--- src/dcache_config.svh ---
////////////////////////////////////////
// data cache geometry and bus widths
// 2 ways x 16 sets x 16 byte lines
////////////////////////////////////////
`ifndef DCACHE_CONFIG_SVH
`define DCACHE_CONFIG_SVH

`define DC_ADDR_W   32   // cpu and memory address
`define DC_DATA_W   64   // one doubleword, one memory beat
`define DC_LINE_W   128  // two beats per line
`define DC_WAYS     2
`define DC_SETS     16
`define DC_INDEX_W  4
`define DC_OFFSET_W 4    // byte inside the line
`define DC_TAG_W    24   // addr - index - offset
`define DC_WAY_W    1    // way number width
`define DC_CNT_W    32   // hit and miss counters

`endif

--- src/dcache_pkg.sv ---
////////////////////////////////////////
// shared types for the data cache
////////////////////////////////////////
`default_nettype none
`include "dcache_config.svh"

package dcache_pkg;

    typedef enum logic [1:0] {
        SZ_B,  // 1 byte
        SZ_H,  // 2 bytes
        SZ_W,  // 4 bytes
        SZ_D   // 8 bytes
    } dc_size_e;

    typedef struct packed {
        logic [`DC_ADDR_W-1:0] addr;
        logic                  we;     // 1 store, 0 load
        dc_size_e              size;
        logic [`DC_DATA_W-1:0] wdata;  // right aligned
    } cpu_req_t;

    // one 64-bit memory beat
    typedef struct packed {
        logic [`DC_ADDR_W-1:0] addr;   // beat aligned
        logic                  we;
        logic [`DC_DATA_W-1:0] wdata;
    } mem_req_t;

    typedef enum logic [2:0] {
        ST_IDLE, ST_LOOKUP, ST_WBACK, ST_REFILL, ST_DONE, ST_RELEASE
    } dc_state_e;

    typedef enum logic {
        BURST_REFILL,
        BURST_WBACK
    } dc_burst_e;

endpackage

`default_nettype wire

--- src/dcache_align.sv ---
////////////////////////////////////////
// load extraction and store merge
// by access size and byte offset
////////////////////////////////////////
`timescale 1ns/1ns
`default_nettype none
`include "dcache_config.svh"

module dcache_align (
    input  dcache_pkg::cpu_req_t    req_i,
    input  logic [`DC_LINE_W-1:0]   line_i,
    input  logic [`DC_LINE_W-1:0]   refill_line_i,
    input  logic                    fill_sel_i,     // whole line from memory
    output logic [`DC_LINE_W/8-1:0] byte_en_o,
    output logic [`DC_LINE_W-1:0]   wline_o,
    output logic [`DC_DATA_W-1:0]   rdata_o
);
    localparam int WBYTES = `DC_DATA_W / 8;

    logic [`DC_OFFSET_W-1:0] off;
    logic [WBYTES-1:0]       size_be;    // bytes touched, unshifted
    logic [`DC_DATA_W-1:0]   size_mask;
    logic [`DC_LINE_W-1:0]   line_shr;

    assign off = req_i.addr[`DC_OFFSET_W-1:0];

    always_comb begin
        case (req_i.size)
            dcache_pkg::SZ_B: size_be = 8'h01;
            dcache_pkg::SZ_H: size_be = 8'h03;
            dcache_pkg::SZ_W: size_be = 8'h0f;
            dcache_pkg::SZ_D: size_be = 8'hff;
        endcase
        for (int b = 0; b < WBYTES; b++) begin
            size_mask[b*8 +: 8] = {8{size_be[b]}};
        end
    end

    // aligned accesses never cross the doubleword
    assign byte_en_o = fill_sel_i ? '1 : {{WBYTES{1'b0}}, size_be} << off;
    assign wline_o   = fill_sel_i ? refill_line_i
                                  : {{`DC_DATA_W{1'b0}}, req_i.wdata} << {off, 3'b000};

    assign line_shr = line_i >> {off, 3'b000};
    assign rdata_o  = line_shr[`DC_DATA_W-1:0] & size_mask;  // zero extend

endmodule

`default_nettype wire

--- config.mk ---
export PLATFORM = sky130hd
export DESIGN_NAME = dcache_align
export DESIGN_NICKNAME = d
export VERILOG_FILES = /design/src/dcache_pkg.sv /design/src/dcache_align.sv
export VERILOG_INCLUDE_DIRS = /design/src
export SDC_FILE = /design/constraint.sdc
export NUM_CORES = 1
export LEC_CHECK = 0
export BUFFER_PORTS_ARGS = -buffer_cell sky130_fd_sc_hd__buf_4
export CORE_AREA = 4 4 219 221
export DETAILED_ROUTE_END_ITERATION = 8
export DIE_AREA = 0 0 223 225
export SYNTH_ARGS = -nofsm -noshare
export SYNTH_HDL_FRONTEND = slang
export SYNTH_SLANG_ARGS = --single-unit
--- constraint.sdc ---
create_clock -name vclk -period 2.2
set_clock_uncertainty 0.2 [all_clocks]
set_input_delay 0.11 -clock vclk [all_inputs]
set_output_delay 0.11 -clock vclk [all_outputs]
set_load 0.02 [all_outputs]
## Word-level counts from Yosys, hierarchy flattened

Index checks and enable logic that the tools add are counted.

- Register bits: 0
- Bits in latches: 0
- RAM bits: 0
- Bits in read-only memories: 0
- Bits of input ports: 356
- Output and inout port bits: 208
- Word-level logic and storage cells: 11
- Memories: 0

- Add/sub/neg operators: 0
- Multiply operators: 0
- Divide/modulo/power cells: 0
- Order comparisons: 0
- Equal/unequal tests: 3
- Shift-type cells: 3
- Multiplexer cells: 3
- Bitwise operators: 1
- Reductions and logical operators: 1

Operator list:

| kind | count |
|---|---|
| $mux 128 | 1 |
| $shl 64x7->128 | 1 |
| $shr 128x7->64 | 1 |
| $and 64x64->64 | 1 |
| $pmux 8 s4 | 1 |
| $mux 16 | 1 |
| $shl 8x4->16 | 1 |
| $eq 2x2->1 const B | 2 |
| $eq 2x1->1 const B | 1 |
| $logic_not 2->1 | 1 |

## Logic depth before layout (Yosys ltp)

- Depth in word-level cells: 4
- Gate-level depth with buffers: 9
- Gate-level depth less buffers: 4

## Worst setup path after synthesis

Ideal clock, no wire load.

- Path type: input-to-output
- Start: input req_i[67] in the netlist's numbering
- End: output wline_o[52]
- Arrival: 1.561 ns
- Required time: 1.890 ns
- Path slack: 0.329 ns
- Cell stages on the path: 8
- Path buffers: 4
- Path through: buf_6 -> buf_6 -> buf_6 -> buf_4 -> nand3b_1 -> o211ai_1 -> o211ai_1 -> o21ai_0

- Word-level cells in the longest chain between the ends: 2

Ends and longest elaborated chain:

| what | line | source |
|---|---|---|
| start, declared | dcache_align.sv:10 | `input dcache_pkg::cpu_req_t req_i,` |
| $shl 64x7->128 | dcache_align.sv:42 | `` : {{`DC_DATA_W{1'b0}}, req_i.wdata} << {off, 3'b000}; `` |
| $mux 128 | dcache_align.sv:41 | `assign wline_o = fill_sel_i ? refill_line_i` |
| end, declared | dcache_align.sv:15 | `` output logic [`DC_LINE_W-1:0] wline_o, `` |

No other way between the ends.

## Worst setup path in the final report

- Start: input req_i[67] in the netlist's numbering
- End: output wline_o[58]

The elaborated chain is that of the path after synthesis.

==> flow_summary_export.csv <==
group,metric,value,unit
clock_tree,postCtsHoldBufs,0,
pwr,p_leak,6.82,nW
floorplanning,rows,79,
routing,first_pass_iters,7,
synth,yosys-top-cells-area,"mux2i_1 20%, mux4_2 11%, nand2_1 9.3%, o21ai_0 7.0%, a22oi_1 6.0%",
timing,worst_slew_pin_slew,0.983,ns
placement,gp_congestion,0.995,
synth,synthesis.area,8680,sq um
grt,grt_max_degree,103,
timing,min_period_over_period,0.979,
worst_setup_path,cp-end-kind,"output pin",
synth,synth_top_cell_by_area,"mux2i_1",
floorplanning,core_area,46200,sq um
routing,antenna_left,0,
floorplanning,die_area,50200,sq um
finish,most-common-layout-cells,"714 x buf_4, 214 x nand2_1, 165 x mux2i_1, 120 x o21ai_0, 68 x a22oi_1",
worst_setup_path,required,1.89,ns
grt,grt_remaining_overflow,0,
timing,fin_setup_tns,0,ns
routing,dr.first_iter.drc_count,1191,
timing,slew_headroom,0.342,
floorplanning,ioPinCount,564,
finish,final_common_cell,"buf_4",
floorplanning,die_y,225,um
synth,synthesis.instances,1217,
timing,setup_viol,0,
worst_setup_path,crit_arrival,1.84,ns
grt,track_usage,0.258,
synth,syn_avg_cell_area,7.13,sq um
grt,first_global_vias,13509,
routing,post_drt_wl_per_cell,28.9,um
routing,wirelength,70000,um
finish,stdcell_area,14600,sq um
finish,fin_nets,2175,
finish,num-clock-buffers,0,
finish,regArea,0,sq um
synth,seq_area_frac_synth,0,
routing,vias,13274,
finish,nFillCells,5061,
floorplanning,die_w,223,um
timing,rsz0062_at_grt,"yes",
timing,hold_violations,0,
worst_setup_path,critPathKind,"in -> out",
timing,fin_ws,0.0466,ns
placement,io_buffers,535,
worst_setup_path,cp-start-kind,"primary input",
synth,synth_top_area_frac,0.198,
finish,multiInputGateArea,7930,sq um
placement,dp_hpwl,58100,um
pwr,power.total,0.00402,W
synth,ys_warn_count,0,
synth,syn_nets,1573,
grt,grt_first_pass_wirelength,97400,um
timing,fmaxAchievable,464,MHz
floorplanning,start_util,0.188,
worst_hold_path,hold_path.class,"in -> out",
pwr,pwr_density_cell,275,nW/um^2
placement,dp_slack,-0.116,ns
finish,seq_cell_count,0,
routing,drcViolationCount,0,
finish,syn_to_final_growth,68.2,%
run,maxCapViolations,0,
worst_setup_path,crit_fanout,25,
timing,min_period,2.15,ns
synth,synth.distinct_cells,61,
routing,vias_per_cell,5.47,
pwr,ir_drop,0.000122,V
outcome,status,"finished clean",
grt,antenna_found_initial,5,
placement,post_dp_cell_area,14500,sq um
finish,drive_gt1_frac,0.471,
timing,slew_violations,0,
## power by group
group	total, W	switching [W]	leakage [nW]	internal (W)
Clock	0.000000000122	0	0.0000127	0.000000000122
Combinational	0.00402	0.00223	6.82	0.00179
Sequential	0	0	0	0
## cell families (layout without fill, tap and decap cells)
kind of cell,count (synthesis),after routing,share of synthesized area
AO/OA/AOI/OAI,449,449,0.361
buffers and inverters,150,750,0.0942
multiplexers,255,255,0.364
other,0,2,0
AND/OR/NAND/NOR,363,363,0.181
## area by class of cell
type | count | area share
antenna | 2 | 0.000343
inverter | 11 | 0.00300
multi-input combinational | 1067 | 0.544
tap | 607 | 0.0520
timing repair buffer | 739 | 0.401
## critical path, stage by stage
cell	delay [ns]
buf_16	0.17
buf_4	0.20
mux2i_2	0.16
buf_4	0.17
mux2_2	0.29
a21o_1	0.22
o21ai_0	0.28
buf_4	0.21
## synthesized netlist by cell type, drive strengths merged, types with 4 or more instances
cell type  count
o31a           4
o31ai         10
a21oi         40
a211oi        14
nor2          74
a22oi         69
a32oi          5
nand2        214
a21o           6
or2            4
mux2          41
o2bb2ai       15
nand2b         6
mux2i        172
nand3b         7
o21ai        125
o221ai        34
a2bb2oi       14
a31oi          7
a221o         19
o22ai         27
mux4          42
nor2b         13
clkbuf        67
nor3          16
a222oi         5
a22o          20
and2           6
o22a           4
inv           11
nand3         14
buf           72
o211ai        18
## metrics by stage
step / hold WS (ns) / std cells / util
global placement: 0.316 / 2422 / 0.314
floorplan: 0.175 / 1217 / -
detailed placement: 0.312 / 2422 / 0.314
finish: 0.312 / 2426 / 0.316
global route: 0.340 / 2424 / 0.316
CTS: 0.313 / 2422 / 0.315
## final timing paths
kind | from | to | slack, ns | cells after the start
worst min-delay path | refill_line_i[20] | wline_o[20] | 0.31 | 4
worst max-delay path | req_i[67] | wline_o[58] | 0.05 | 8
## metal layers
| metal | wire, um | global-route usage | up-vias |
|---|---|---|---|
| met2 | 34600 | 0.464 | 727 |
| met1 | 27400 | 0.312 | 6490 |
| met3 | 5350 | 0.0490 | 113 |
| met5 | 60 | 0 | - |
| li1 | - | - | 5936 |
| met4 | 2570 | 0.0785 | 8 |
## what timing repair did
| action | in CTS | in global routing |
|---|---|---|
| resized for setup | 4 | 10 |
| pin swaps | 0 | 1 |
| endpoints found under the setup margin | 19 | 12 |
| buffers inserted | 0 | 2 |
Power figures use the tool's default switching activity.
