==> src/dcache_config.svh <==
////////////////////////////////////////
// data cache geometry and bus widths
// 2 ways x 16 sets x 16 byte lines
////////////////////////////////////////
`ifndef DCACHE_CONFIG_SVH
`define DCACHE_CONFIG_SVH

`define DC_ADDR_W   32   // cpu and memory address
`define DC_DATA_W   64   // one doubleword, one memory beat
`define DC_LINE_W   128  // two beats per line
`define DC_WAYS     2
`define DC_SETS     16
`define DC_INDEX_W  4
`define DC_OFFSET_W 4    // byte inside the line
`define DC_TAG_W    24   // addr - index - offset
`define DC_WAY_W    1    // way number width
`define DC_CNT_W    32   // hit and miss counters

`endif

==> src/dcache_tag_array.sv <==
////////////////////////////////////////
// tag, valid and dirty storage
// parallel way compare, random victim
////////////////////////////////////////
`timescale 1ns/1ns
`default_nettype none
`include "dcache_config.svh"

module dcache_tag_array (
    input  logic                   clk,
    input  logic                   rst,
    input  logic [`DC_INDEX_W-1:0] index_i,
    input  logic [`DC_TAG_W-1:0]   tag_i,
    input  logic                   we_i,         // fill: new tag, valid
    input  logic [`DC_WAY_W-1:0]   way_i,
    input  logic                   dirty_set_i,
    input  logic                   dirty_clr_i,
    input  logic                   hold_i,       // freeze victim counter
    output logic                   hit_o,
    output logic [`DC_WAY_W-1:0]   hit_way_o,
    output logic [`DC_WAY_W-1:0]   victim_way_o,
    output logic                   victim_dirty_o,
    output logic [`DC_TAG_W-1:0]   victim_tag_o
);
    logic [`DC_TAG_W-1:0] tag_q [`DC_SETS][`DC_WAYS];
    logic [`DC_WAYS-1:0]  valid_q [`DC_SETS];
    logic [`DC_WAYS-1:0]  dirty_q [`DC_SETS];
    logic [`DC_WAYS-1:0]  way_hit;
    logic [`DC_WAY_W-1:0] victim_q;

    always_comb begin
        hit_way_o = '0;
        for (int w = 0; w < `DC_WAYS; w++) begin
            way_hit[w] = valid_q[index_i][w] && (tag_q[index_i][w] == tag_i);
            if (way_hit[w]) hit_way_o = w[`DC_WAY_W-1:0];
        end
    end

    assign hit_o          = |way_hit;
    assign victim_way_o   = victim_q;
    assign victim_tag_o   = tag_q[index_i][victim_q];
    assign victim_dirty_o = valid_q[index_i][victim_q] && dirty_q[index_i][victim_q];

    always_ff @(posedge clk) begin
        if (rst) begin
            for (int s = 0; s < `DC_SETS; s++) begin
                valid_q[s] <= '0;
                dirty_q[s] <= '0;
            end
        end else begin
            if (we_i) valid_q[index_i][way_i] <= 1'b1;
            if (dirty_clr_i)      dirty_q[index_i][way_i] <= 1'b0;  // fresh line is clean
            else if (dirty_set_i) dirty_q[index_i][way_i] <= 1'b1;
        end
    end

    always_ff @(posedge clk) begin
        if (we_i) tag_q[index_i][way_i] <= tag_i;
    end

    // free running pseudo random replacement
    always_ff @(posedge clk) begin
        if (rst)          victim_q <= '0;
        else if (!hold_i) victim_q <= victim_q + 1'b1;
    end

    a_one_way_hit: assert property (@(posedge clk) disable iff (rst) $onehot0(way_hit))
        else $error("tag hit in more than one way");

endmodule

`default_nettype wire

==> config.mk <==
export PLATFORM = sky130hd
export DESIGN_NAME = dcache_tag_array
export DESIGN_NICKNAME = d
export VERILOG_FILES = /design/src/dcache_tag_array.sv
export VERILOG_INCLUDE_DIRS = /design/src
export SDC_FILE = /design/constraint.sdc
export NUM_CORES = 1
export LEC_CHECK = 0
export BUFFER_PORTS_ARGS = -buffer_cell sky130_fd_sc_hd__clkbuf_2
export CAP_MARGIN = 25
export CORE_UTILIZATION = 35
export CTS_CLUSTER_DIAMETER = 30
export CTS_CLUSTER_SIZE = 28
export DETAILED_ROUTE_END_ITERATION = 16
export GPL_TIMING_DRIVEN = 0
export SYNTH_ARGS = -nofsm -noshare
export SYNTH_HDL_FRONTEND = slang
export SYNTH_SLANG_ARGS = --single-unit
==> constraint.sdc <==
create_clock -name clk -period 3.3 [get_ports clk]
set_clock_uncertainty 0.2 [all_clocks]
set_input_delay 0.33 -clock clk [delete_from_list [all_inputs] [get_ports clk]]
set_output_delay 0.33 -clock clk [all_outputs]
set_load 0.02 [all_outputs]
; Word level (Yosys, flattened, before mapping)
; Memories as Yosys holds them, arrays and structs flattened.
; Index checks and enable logic that the tools add are counted.
; W data, S select, Z words.
[classes]
bitwise = 4
reduce_logical = 8
n_eq_ne = 2
multipliers = 0
div_mod_pow = 0
n_mux = 33
add_sub_neg = 1
shift = 0
order_cmp = 6
[op_table]
columns = cell, n
row1 = $mux W24, 4
row2 = $eq A24 B24 Y1, 2
row3 = $mux W48, 1
row4 = $demux W24 S1, 1
row5 = $mux W1, 17
row6 = $mux W2, 7
row7 = $mux W4, 2
row8 = $reduce_or A2 Y1, 3
row9 = $logic_and A1 B1 Y1, 5
row10 = $ge A2 B2 Y1 const B, 2
row11 = $lt A1 B2 Y1 const B, 2
row12 = $not A1 Y2, 2
row13 = $lt A2 B1 Y1 const B, 1
row14 = $or A1 B1 Y1, 2
row15 = $add A1 B1 Y1 const B, 1
row16 = $demux W1 S1, 1
row17 = $ge A1 B1 Y1 const B, 1
[word_totals]
wordCells = 58
reg_bits = 1
inputBits = 35
rom_bits = 0
latch_bits = 0
memories = 3
ram_bits = 832
[memory_table]
columns = memory, depth, width, rd, rd_clocked_by_memory_dff, wr, line
row1 = tag_q, 16, 48, 1, 0, 1, dcache_tag_array.sv:25  ; logic [`DC_TAG_W-1:0] tag_q [`DC_SETS][`DC_WAYS];
row2 = dirty_q, 16, 2, 1, 0, 16, dcache_tag_array.sv:27  ; logic [`DC_WAYS-1:0] dirty_q [`DC_SETS];
row3 = valid_q, 16, 2, 1, 0, 16, dcache_tag_array.sv:26  ; logic [`DC_WAYS-1:0] valid_q [`DC_SETS];

; Logic depth before layout (Yosys ltp)
[logic_depth]
ltp_word = 8
mapped_depth = 14

; Worst setup path before layout
; No wires, ideal clock.
[synth_path]
path_type = input port to flip-flop
start = input index_i[0]
end = memory tag_q[3][0] (netlist name), enable pin
cell_stages = 9
path_slack_ns = -0.327
t_arrival_ns = 3.020
n_path_buf = 5
path_cell_list = buf_6 > buf_12 > buf_6 > clkinv_1 > buf_2 > buf_1 > nor2_1 > nand2_1 > nor2_1
[synth_lines]
columns = item, line
row1 = start: declaration, dcache_tag_array.sv:12  ; input logic [`DC_INDEX_W-1:0] index_i,
row2 = end: declaration, dcache_tag_array.sv:25
; No word-level cell before the write port.

; Worst setup path in the final report
[layout_path]
start = memory tag_q[7][44] (netlist name)
end = output hit_o
[layout_between]
elab_chain_cells = 4
[layout_rtl]
columns = item, line
row1 = $mem_v2 Z16 W48, --
row2 = $eq A24 B24 Y1, dcache_tag_array.sv:34  ; way_hit[w] = valid_q[index_i][w] && (tag_q[index_i][w] == tag_i);
row3 = $logic_and A1 B1 Y1, dcache_tag_array.sv:34
row4 = $reduce_or A2 Y1, dcache_tag_array.sv:39  ; assign hit_o = |way_hit;
row5 = end: declaration, dcache_tag_array.sv:19  ; output logic hit_o,
; No other way between the ends.

==> out/metrics.yaml <==
yosys:
  ys_top_cells_by_area: "edfxtp_1 70%, mux4_2 13%, mux2i_1 3.0%"
  yosysWarnings: 0
  synth-seq-area-share_pct: 72.31
  yosysTopAreaCell: "edfxtp_1"
  synth-seq-cells: 833
  syn_inst: 1834
  synth_fp_nets: 1869
  avgSynthCellArea_sq_um: 18.61
  synth_most_common_cell: "edfxtp_1"
  ys.flop_type: "edfxtp_1"
  ys_types: 64
  synth_top_cell_area_share_pct: 70.38
  synth_edf_count: 800
  synthTopCellsByCount: "800 x edfxtp_1, 192 x mux4_2, 169 x nor2_1, 104 x mux2i_1, 101 x nand2_1"
  synthArstFlopShare_pct: 0
  syn_area_sq_mm: 0.03413
route:
  drt_pass1_iterations: 6
  drt-total-wl_microns: 111200
  post_drt_wl_per_cell_microns: 31.47
  drc_errors: 0
  vias: 19996
  drtIter0Drc: 2518
  viasPerCell: 5.660
  antenna_left: 0
setup_path:
  r2r-start: "victim_way_o$_SDFFE_PP0N_"
  rr_worst_depth: 3
  r2r_slack_ns: 2.05
  timing_worst_setup_path_type: "flip-flop to output port"
  worstReg2RegEnd: "victim_way_o$_SDFFE_PP0N_"
  crit_arrival_ns: 3.99
  crit_path_end_kind: "output port"
  worst_setup_path_start_kind: "flip-flop"
  cp.required_ns: 2.77
  path_max_fanout: 2
worst_hold_path:
  min_from: "rst"
  hold_class: "input pin to flip-flop"
  hold_path_depth: 4
  whs_endpoint: "dirty_q[2][1]$_SDFFCE_PN0P_"
sta:
  setup_viol: 2
  slew_headroom_pct: 40.99
  fmax_mhz: 221.1
  slew_violations: 0
  grt_setup_unrepaired: "yes"
  fin_crit_sh_pct: 137.1
  period_needed_ns: 4.524
  worst_pin_slew_ns: 0.8852
  fin_tns_setup_ns: -1.781
  fin_ws_ns: -1.224
  hold_ws_ns: 0.08549
  hold_violations: 0
clocking:
  cts_tree: "yes"
  cts_made_buffers: 161
  h-tree-depth: 4
  cts_root_buffer: "clkbuf_16"
  clk_pin_slew_worst_paths_ns: 0.05
  cts_buffer_depth: 3
  cts.sinks: 833
  clkLatencyLatePin_ns: 0.74
floorplan:
  boundaryPins: 63
  start_util_pct: 35.30
  core_area_sq_mm: 0.09671
  die_w_microns: 314.3
  die-area_sq_mm: 0.09878
  die_h_microns: 314.3
  fp-row-count: 114
global_routing:
  use_met3_pct: 5.026
  grt_usage_pct: 22.75
  grt_first_pass_wirelength_microns: 155300
  grt_busiest_layer: "met2"
  antenna_found_initial: 5
  grtUsageMet2_pct: 35.05
  grt-ovfl-total: 0
  first_global_vias: 20106
  grt_max_degree: 38
  use_met1_pct: 31.87
run:
  max_cap_viol_count: 0
layout:
  area_growth_pct: 29.17
  final_nets: 2155
  final_layout_size_suffix_gt1_share_pct: 35.83
power:
  powerDensity_mw_per_mm2: 700.8
  p_comb_share_pct: 6.9
  pwr-share-clk_pct: 54.9
  power.leakage_nw: 14.69
  p_int_mw: 23.83
  sequentialPowerShare_pct: 38.2
  ir_drop_mv: 0.4269
  finalPower_mw: 30.90
  p_sw_mw: 7.066
  switching_share_pct: 22.87
status:
  violations: "setup timing"
  status: "finished with violations"
place:
  hpwl_microns: 74580
  io_buffers: 60
  place_ws_ns: -2.134
  gp_congestion: 0.9811
-- placed cells by master (no fill, tap or decap), types with 24 or more instances in the layout --
cell	synthesis	final
dfxtp_1	33	33
clkbuf_2	0	63
mux2i_1	104	81
mux4_2	192	192
buf_12	1	45
clkbuf_1	44	40
mux2_2	24	24
clkinv_2	0	25
buf_4	15	27
nand2_1	101	98
edfxtp_1	800	800
nor2_4	0	32
bufinv_16	0	26
nor2_1	169	133
clkbuf_16	0	166
-- worst max-delay path: stages (launching register included) --
cell       delay (ns)
edfxtp_1         0.36
mux4_2           0.48
a22o_1           0.26
a221oi_4         0.35
xnor2_2          0.13
nor4_4           0.43
o2111ai_2        0.16
or3_4            0.41
o31ai_4          0.47
buf_6            0.19
-- metal layers --
metal / share of wire, % / up-vias / routed length, microns
met5: 0.027 / - / 30
met4: 2.9 / 6 / 3268
met3: 8.8 / 181 / 9807
met2: 47 / 1046 / 52030
met1: 41 / 10667 / 46050
li1: - / 8096 / -
-- metrics by stage --
step                      area [sq um]  instances  util (%)
after global routing             44090       3531     45.59
final                            44090       3533     45.59
after global placement           36100       3170     37.33
after detailed placement         37100       3210     38.36
after floorplan                  34200       1834         -
after CTS                        43600       3519     45.08
-- area by class of cell --
type | instances | area, sq um
diodes | 2 | 5.005
plain buffers | 113 | 1119
clock buffers | 180 | 4217
clock inverters | 118 | 1509
fillers | 8212 | 52620
inverters | 22 | 91.34
multi-input cells | 866 | 9487
flip-flops and latches | 833 | 24680
well taps | 1276 | 1597
repair buffers | 123 | 1385
-- state kept, by name, indices dropped and copies added, names as in the netlist --
register,count
victim_way_o,1
valid_q,32
dirty_q,32
tag_q,768
-- power by group through the flow --
stage	clock network, mW	logic, mW	registers [mW]
final	17.0	2.14	11.8
after global routing	17.6	2.21	11.8
after CTS	17.1	2.02	11.8
after detailed placement	0	1.87	12.0
after global placement	0	1.81	12.0
after floorplan	0	0.996	12.0
-- logic make-up after synthesis --
| kind of cell | count (synthesis) | synth area share, % |
|---|---|---|
| AOI/OAI and AO/OA | 188 | 4.040 |
| buffers and inverters | 135 | 1.976 |
| DFF | 833 | 72.31 |
| xor gates and xnor gates | 37 | 0.9494 |
| and+or+nand+nor | 315 | 3.750 |
| muxes | 326 | 16.97 |
-- timing repair --
item                                    4_1_cts  5_1_grt
hold buffers                                  7        0
hold endpoints to repair                     16        0
pin swaps                                     6       12
endpoints found under the setup margin      276       51
setup buffers                                 4       10
resized for setup                           211       88
-- worst max-delay path by stage --
stage	to	from	slack, ns
final	hit_o	tag_q[7][44]$_DFFE_PP_	-1.22
after global routing	hit_o	tag_q[7][41]$_DFFE_PP_	-1.26
after CTS	hit_o	tag_q[7][43]$_DFFE_PP_	-1.36
after detailed placement	hit_o	index_i[3]	-2.13
after global placement	tag_q[3][44]$_DFFE_PP_	index_i[2]	-3.66
after floorplan	tag_q[3][0]$_DFFE_PP_	index_i[0]	-0.33
No activity file was read; power rests on OpenSTA's default activity.
