## src/dcache_config.svh

```systemverilog
////////////////////////////////////////
// data cache geometry and bus widths
// 2 ways x 16 sets x 16 byte lines
////////////////////////////////////////
`ifndef DCACHE_CONFIG_SVH
`define DCACHE_CONFIG_SVH

`define DC_ADDR_W   32   // cpu and memory address
`define DC_DATA_W   64   // one doubleword, one memory beat
`define DC_LINE_W   128  // two beats per line
`define DC_WAYS     2
`define DC_SETS     16
`define DC_INDEX_W  4
`define DC_OFFSET_W 4    // byte inside the line
`define DC_TAG_W    24   // addr - index - offset
`define DC_WAY_W    1    // way number width
`define DC_CNT_W    32   // hit and miss counters

`endif

```

## src/dcache_pkg.sv

```systemverilog
////////////////////////////////////////
// shared types for the data cache
////////////////////////////////////////
`default_nettype none
`include "dcache_config.svh"

package dcache_pkg;

    typedef enum logic [1:0] {
        SZ_B,  // 1 byte
        SZ_H,  // 2 bytes
        SZ_W,  // 4 bytes
        SZ_D   // 8 bytes
    } dc_size_e;

    typedef struct packed {
        logic [`DC_ADDR_W-1:0] addr;
        logic                  we;     // 1 store, 0 load
        dc_size_e              size;
        logic [`DC_DATA_W-1:0] wdata;  // right aligned
    } cpu_req_t;

    // one 64-bit memory beat
    typedef struct packed {
        logic [`DC_ADDR_W-1:0] addr;   // beat aligned
        logic                  we;
        logic [`DC_DATA_W-1:0] wdata;
    } mem_req_t;

    typedef enum logic [2:0] {
        ST_IDLE, ST_LOOKUP, ST_WBACK, ST_REFILL, ST_DONE, ST_RELEASE
    } dc_state_e;

    typedef enum logic {
        BURST_REFILL,
        BURST_WBACK
    } dc_burst_e;

endpackage

`default_nettype wire

```

## src/dcache_ctrl.sv

```systemverilog
////////////////////////////////////////
// data cache controller
// cpu four-phase handshake, miss sequencing
// and hit/miss counters
////////////////////////////////////////
`timescale 1ns/1ns
`default_nettype none
`include "dcache_config.svh"

module dcache_ctrl (
    input  logic                   clk,
    input  logic                   rst,
    input  dcache_pkg::cpu_req_t   req_i,
    input  logic                   cpu_req_valid_i,
    output logic                   cpu_ack_o,
    input  logic                   hit_i,
    input  logic [`DC_WAY_W-1:0]   hit_way_i,
    input  logic [`DC_WAY_W-1:0]   victim_way_i,
    input  logic                   victim_dirty_i,
    input  logic [`DC_TAG_W-1:0]   victim_tag_i,
    input  logic                   burst_done_i,
    output logic                   burst_start_o,
    output dcache_pkg::dc_burst_e  burst_kind_o,
    output logic [`DC_ADDR_W-1:0]  line_addr_o,
    output logic [`DC_WAY_W-1:0]   way_o,
    output logic                   hold_o,
    output logic                   tag_we_o,
    output logic                   dirty_set_o,
    output logic                   data_we_o,
    output logic                   fill_sel_o,
    output logic [`DC_CNT_W-1:0]   hit_count_o,
    output logic [`DC_CNT_W-1:0]   miss_count_o
);
    dcache_pkg::dc_state_e   state_q, state_d;
    logic                    ack_q;
    logic                    missed_q;   // access already counted as a miss
    logic                    in_lookup;
    logic [`DC_INDEX_W-1:0]  index;
    logic [`DC_TAG_W-1:0]    req_tag;
    logic [`DC_TAG_W-1:0]    burst_tag;

    assign in_lookup = (state_q == dcache_pkg::ST_LOOKUP);
    assign index     = req_i.addr[`DC_OFFSET_W +: `DC_INDEX_W];
    assign req_tag   = req_i.addr[`DC_ADDR_W-1 -: `DC_TAG_W];

    // miss: dirty victim goes out first, refill follows on its done
    assign burst_start_o = (in_lookup && !hit_i)
                         || (state_q == dcache_pkg::ST_WBACK && burst_done_i);
    assign burst_kind_o  = (in_lookup && victim_dirty_i) ? dcache_pkg::BURST_WBACK
                                                          : dcache_pkg::BURST_REFILL;
    assign burst_tag     = (burst_kind_o == dcache_pkg::BURST_WBACK) ? victim_tag_i : req_tag;
    assign line_addr_o   = {burst_tag, index, {`DC_OFFSET_W{1'b0}}};

    assign way_o       = hit_i ? hit_way_i : victim_way_i;  // miss side works on the victim
    assign hold_o      = (state_q != dcache_pkg::ST_IDLE);  // victim frozen during an access
    assign fill_sel_o  = (state_q == dcache_pkg::ST_REFILL);
    assign tag_we_o    = fill_sel_o && burst_done_i;        // refill line lands
    assign dirty_set_o = in_lookup && hit_i && req_i.we;    // store hit
    assign data_we_o   = tag_we_o || dirty_set_o;
    assign cpu_ack_o   = ack_q;

    always_comb begin
        state_d = state_q;
        case (state_q)
            dcache_pkg::ST_IDLE: begin
                if (cpu_req_valid_i) state_d = dcache_pkg::ST_LOOKUP;
            end
            dcache_pkg::ST_LOOKUP: begin
                if (hit_i)               state_d = dcache_pkg::ST_DONE;
                else if (victim_dirty_i) state_d = dcache_pkg::ST_WBACK;
                else                     state_d = dcache_pkg::ST_REFILL;
            end
            dcache_pkg::ST_WBACK: begin
                if (burst_done_i) state_d = dcache_pkg::ST_REFILL;
            end
            dcache_pkg::ST_REFILL: begin
                if (burst_done_i) state_d = dcache_pkg::ST_LOOKUP;  // retry as a hit
            end
            dcache_pkg::ST_DONE: begin
                state_d = cpu_req_valid_i ? dcache_pkg::ST_RELEASE : dcache_pkg::ST_IDLE;
            end
            dcache_pkg::ST_RELEASE: begin
                if (!cpu_req_valid_i) state_d = dcache_pkg::ST_IDLE;
            end
            default: state_d = dcache_pkg::ST_IDLE;
        endcase
    end

    always_ff @(posedge clk) begin
        if (rst) begin
            state_q      <= dcache_pkg::ST_IDLE;
            ack_q        <= 1'b0;
            missed_q     <= 1'b0;
            hit_count_o  <= '0;
            miss_count_o <= '0;
        end else begin
            state_q <= state_d;
            if (in_lookup && hit_i) begin
                ack_q <= 1'b1;
                if (!missed_q) hit_count_o <= hit_count_o + 1'b1;  // not after a refill
            end
            if (in_lookup && !hit_i) begin
                missed_q     <= 1'b1;
                miss_count_o <= miss_count_o + 1'b1;
            end
            if (ack_q && !cpu_req_valid_i) ack_q <= 1'b0;  // req seen low
            if (state_d == dcache_pkg::ST_IDLE) missed_q <= 1'b0;
        end
    end

    // ack only belongs to a finished access
    a_ack_not_idle: assert property (@(posedge clk) disable iff (rst)
        !(cpu_ack_o && state_q == dcache_pkg::ST_IDLE))
        else $error("cpu ack high while idle");

    // one burst at a time, next start no earlier than the done of the last
    a_one_burst: assert property (@(posedge clk) disable iff (rst)
        burst_start_o |=> (!burst_start_o until burst_done_i))
        else $error("burst started while one is in progress");

endmodule

`default_nettype wire

```

## config.mk

```make
export PLATFORM = sky130hd
export DESIGN_NAME = dcache_ctrl
export DESIGN_NICKNAME = d
export VERILOG_FILES = /design/src/dcache_pkg.sv /design/src/dcache_ctrl.sv
export VERILOG_INCLUDE_DIRS = /design/src
export SDC_FILE = /design/constraint.sdc
export NUM_CORES = 1
export LEC_CHECK = 0
export ABC_AREA = 0
export ABC_CLOCK_PERIOD_IN_PS = 2700
export BUFFER_PORTS_ARGS = -buffer_cell sky130_fd_sc_hd__clkbuf_2
export CORE_ASPECT_RATIO = 0.9
export CORE_MARGIN = 2
export CORE_UTILIZATION = 44
export CTS_CLUSTER_SIZE = 14
export DETAILED_ROUTE_END_ITERATION = 10
export PLACE_DENSITY = 0.78
export SLEW_MARGIN = 20
export SYNTH_ARGS = -nofsm -noshare
export SYNTH_HDL_FRONTEND = slang
export SYNTH_SLANG_ARGS = --single-unit
export TNS_END_PERCENT = 10
```

## constraint.sdc

```tcl
create_clock -name clk -period 2.7 [get_ports clk]
set_input_delay 0 -clock clk [delete_from_list [all_inputs] [get_ports clk]]
set_output_delay 0 -clock clk [all_outputs]
set_load 0.02 [all_outputs]
```

# == Yosys cells after proc, flatten, opt, wreduce, memory -nomap -nowiden ==
# Index checks and enable logic that the tools add are counted.
# word_totals
word_cells,41
input_bits,131
regBits,69
# op_classes
n_addsub,2
n_mux,11
reduce_logical,17
n_eq_ne,5
n_bitwise,1
# ops
operator,count
32-bit by 1-bit adder with 32-bit output (second input constant),2
24-bit two-way mux,1
3-bit two-way mux,6
3-bit case mux with 6 select lines,1
1-bit logical AND,7
3-bit by 2-bit == test with 1-bit output (second input constant),2
3-bit == test (second input constant),2
3-bit zero test,2
2-bit OR reduction,2
3-bit by 1-bit == test with 1-bit output (second input constant),1
1-bit two-way mux,3
3-bit nonzero test,1
1-bit zero test,2
1-bit logical OR,2
2-bit AND reduction,1
1-bit inverter,1

# == Depth between registers and ports, before layout ==
# depth
ltp_word,5
ltp_mapped,7
depth_no_buf,5

# == Worst setup path after synthesis ==
# No wires, ideal clock.
# synth_timing
path_type,register to register
from,reg hit_count_o[9]
to,reg hit_count_o[18]
path_slack_ns,0.620
t_arrival_ns,1.960
path_stages_with_launch,6
setup_time_ns,0.121
synth_period_minus_slack_ns,2.080
required_ns,2.579
cell_sequence,dfxtp_1 nand4_1 or4_1 clkbuf_1 nor4_1 mux2_2
# synth_between
elab_chain_len,1
# synth_rtl
element,line_no,rtl
"start, declared",dcache_ctrl.sv:31,"output logic [`DC_CNT_W-1:0] hit_count_o,"
"start signal, assigned",dcache_ctrl.sv:100,if (!missed_q) hit_count_o <= hit_count_o + 1'b1;
32-bit by 1-bit adder with 32-bit output,dcache_ctrl.sv:100,
# No other way between the ends.
# A chain may end at the register's enable or synchronous reset.

# == Worst setup path in the final report ==
# layout_timing
from,reg state_q[0]
to,reg hit_count_o[14]
# layout_between
elab_chain_len,3
# layout_rtl
element,line_no,rtl
"start, declared",dcache_ctrl.sv:34,"dcache_pkg::dc_state_e state_q, state_d;"
"start signal, assigned",dcache_ctrl.sv:91,state_q <= dcache_pkg::ST_IDLE;
"start signal, assigned",dcache_ctrl.sv:97,state_q <= state_d;
3-bit by 1-bit == test with 1-bit output,dcache_ctrl.sv:42,assign in_lookup = (state_q == dcache_pkg::ST_LOOKUP);
1-bit logical AND,dcache_ctrl.sv:98,if (in_lookup && hit_i) begin
2-bit AND reduction (no line),n/a,
# No other way between the ends.

==> impl_metrics.csv <==
group,metric,value,unit
run_status,status,"completed",
sta,fin_setup_tns,0,ns
power,clkPwrFrac,36.1,%
sta,max_freq,439,MHz
sta,whs,0.00000881,ns
detailed_routing,totalWireLength,10700,um
synth,ys_ff_latch,69,
clock_network,cts-root-buf,"clkbuf_8",
layout,layout.nets,727,
detailed_routing,drcViolationCount,0,
sta,drv_slew,0,
sta,relSlewSlack,33.8,%
synth,yosysUniqueCellTypes,42,
critical_path,path_max_fanout,13,
synth,post_synth.cell_area_avg,8.47,sq um
clock_network,cts_sinks,69,
detailed_routing,firstDrtPassIters,4,
placed_design,dpl_worst_slack,0.452,ns
floorplan,dieArea,9460,sq um
critical_path,crit_type,"reg2reg",
job,drv_cap,0,
sta,period_share,84.4,%
hold_path,hp-class,"in2out",
clock_network,path_clk_slew,0.07,ns
critical_path,worstPathRequired,2.93,ns
detailed_routing,detail-route-antenna-nets,0,
sta,post-route-min-period,2.28,ns
power,power.leakage,0.00192,uW
power,power_frac_comb,13.0,%
detailed_routing,via_per_inst,5.49,
placed_design,dpl.hpwl,7960,um
sta,skew,0.0130,ns
power,switching_power,573,uW
placed_design,port_buffers,153,
clock_network,worstSkewPairLatency,0.35,ns
clock_network,post_cts_buffers,0,
floorplan,coreArea,8530,sq um
power,p_sw_share,28.0,%
floorplan,start_util,44.9,%
power,power,2040,uW
sta,setup_viol,0,
power,power.density,422,nW/um^2
synth,netlist_area,3830,sq um
clock_network,cts_tree,"done",
global_route,grt_usage,22.3,%
placed_design,routabilityCongestion,0.795,
placed_design,dpl.cell_count,700,
detailed_routing,drtIter0Drc,138,
layout,drive_above_1_share,37.6,%
layout,nFillCells,814,
clock_network,cts-resized-gates,0,
floorplan,rows,32,
synth,synth_top_area_share,36.1,%
layout,syn_to_final_growth,26.6,%
synth,ys_seq_area_share,36.1,%
critical_path,start_kind,"register",
floorplan,ios,236,
global_route,grt_max_degree,51,
clock_network,numCtsBuffers,9,
detailed_routing,vias,3945,
global_route,antenna_found_initial,0,
synth,yosysWarningCount,0,
synth,synthCells,452,
floorplan,die_w,102,um
sta,rsz0062_at_grt,"no",
sta,worst_slew_pin_slew,0.993,ns
floorplan,fp.dieH,92.5,um
global_route,grt_pass1_vias,3668,
global_route,grt_pass1_wl,17000,um
power,intPower,1470,uW
clock_network,ctsHoldBuffers,2,
synth,synth_top_area_cell,"dfxtp_1",
critical_path,endpoint_kind,"register",
sta,hold_viol,0,
clock_network,cts_max_path_buffers,2,
clock_network,cts.htree.levels,3,
power,seq_power_share,50.8,%
global_route,overflow,0,
detailed_routing,wire_per_inst,14.8,um
critical_path,cp.arrival,2.51,ns
layout,layout.cells.non_filler,718,
sta,fin_ws,0.422,ns
power,irDropWorstVdd,0.000218,V
synth,synth_area_leaders,"dfxtp_1, mux2_2, a21oi_1",
layout,n_antenna_cell,0,
==> worst max-delay path, cell delays in order, from the launching register on <==
cell and delay, ns:
dfxtp_1 0.56, or3b_1 0.41, or3_1 0.49, nor4_1 0.35, mux2_2 0.37
==> through the flow <==
| step | util (%) | cell area [sq um] |
|---|---|---|
| after global routing | 56.8 | 4850 |
| after global placement | 54.6 | 4660 |
| after floorplan | - | 3840 |
| final | 56.8 | 4850 |
| after CTS | 56.8 | 4850 |
| after detailed placement | 54.6 | 4660 |
==> final cells by class <==
| class | count | area (sq um) | share of cell area [%] |
|---|---|---|---|
| clock inverters | 6 | 40.0 | 0.826 |
| multi-input cells | 339 | 2240 | 46.3 |
| clock buffers | 10 | 128 | 2.63 |
| flip-flops and latches | 69 | 1380 | 28.5 |
| inverters | 8 | 30.0 | 0.620 |
| well taps | 119 | 149 | 3.07 |
| repair buffers | 167 | 876 | 18.1 |
==> layer usage <==
metal  routed length (um)  GRT usage, %  up-vias  part of all wire (%)
met2                 5210          37.5      137                    49
met4                  309          8.89        0                   2.9
li1                     -             -     1946                     -
met5                    0             0        -                     0
met3                  592          5.36       18                   5.6
met1                 4540          27.2     1844                    43
==> path summary, 6_finish.rpt <==
path,startpoint,to,slack [ns],cells after the start
max,state_q[0]$_SDFF_PP0_,hit_count_o[14]$_SDFFE_PP0P_,0.42,4
min,req_i[74],line_addr_o[7],0.000009,0
max reg2reg,state_q[0]$_SDFF_PP0_,hit_count_o[14]$_SDFFE_PP0P_,0.42,4
min reg2reg,cpu_ack_o$_SDFFE_PP0P_,cpu_ack_o$_SDFFE_PP0P_,0.48,2
==> registers in the layout, summed over array words and instances (netlist names) <==
signal        cells
hit_count_o      32
miss_count_o     32
state_q           3
cpu_ack_o         1
missed_q          1
==> layout by cell type, fill, tap and decap left out, drive strengths merged, types with 3 or more instances in the layout <==
master	count
a21oi	38
or4	23
nand4bb	3
and2	3
or3	13
dfxtp	69
nor2b	13
conb	4
nor2	41
xnor2	7
buf	12
o41ai	5
nand3b	3
and3	4
nor4	14
mux2	38
xor2	8
and4	6
clkbuf	163
nand3	19
nor3	5
clkinv	5
o21ai	10
inv	8
nand4	16
nand2	25
or2	4
o31ai	20
==> power groups by stage <==
stage | clock (uW) | sequential [uW] | combinational [uW]
2_1_floorplan | 0 | 1060 | 181
3_3_place_gp | 0 | 1060 | 261
3_5_place_dp | 0 | 1060 | 265
4_1_cts | 753 | 1040 | 269
5_1_grt | 785 | 1040 | 290
6_report | 739 | 1040 | 266
==> kinds of logic (layout without fill, tap and decap cells) <==
logic type	count (synthesis)	after routing	share of synthesized area (%)
buf+inv	47	191	5.62
compound gates	76	76	11.9
flops	69	69	36.1
mux	39	39	11.4
xor+xnor	15	15	3.43
fa+ha+maj	2	2	0.654
simple gates	203	203	30.7
other cells	1	4	0.0980
==> synthesized netlist by cell type, drive strengths merged <==
| cell type | instances |
|---|---|
| buf | 16 |
| nor4 | 14 |
| and2 | 3 |
| xnor2 | 7 |
| nand2 | 25 |
| or2 | 4 |
| and3 | 4 |
| nor4b | 2 |
| mux2 | 38 |
| nand4bb | 3 |
| dfxtp | 69 |
| or4 | 23 |
| or3 | 13 |
| or3b | 1 |
| inv | 8 |
| ha | 2 |
| nor3b | 2 |
| a211oi | 1 |
| xor2 | 8 |
| o41ai | 5 |
| nor3 | 5 |
| and4 | 6 |
| nor2b | 13 |
| or4bb | 2 |
| a22oi | 2 |
| o31ai | 20 |
| clkbuf | 23 |
| conb | 1 |
| nand3b | 3 |
| a21oi | 38 |
| o21ai | 10 |
| nand2b | 2 |
| nand3 | 19 |
| mux2i | 1 |
| nor2 | 41 |
| nand4 | 16 |
| nand4b | 2 |
Power figures use the tool's default switching activity.
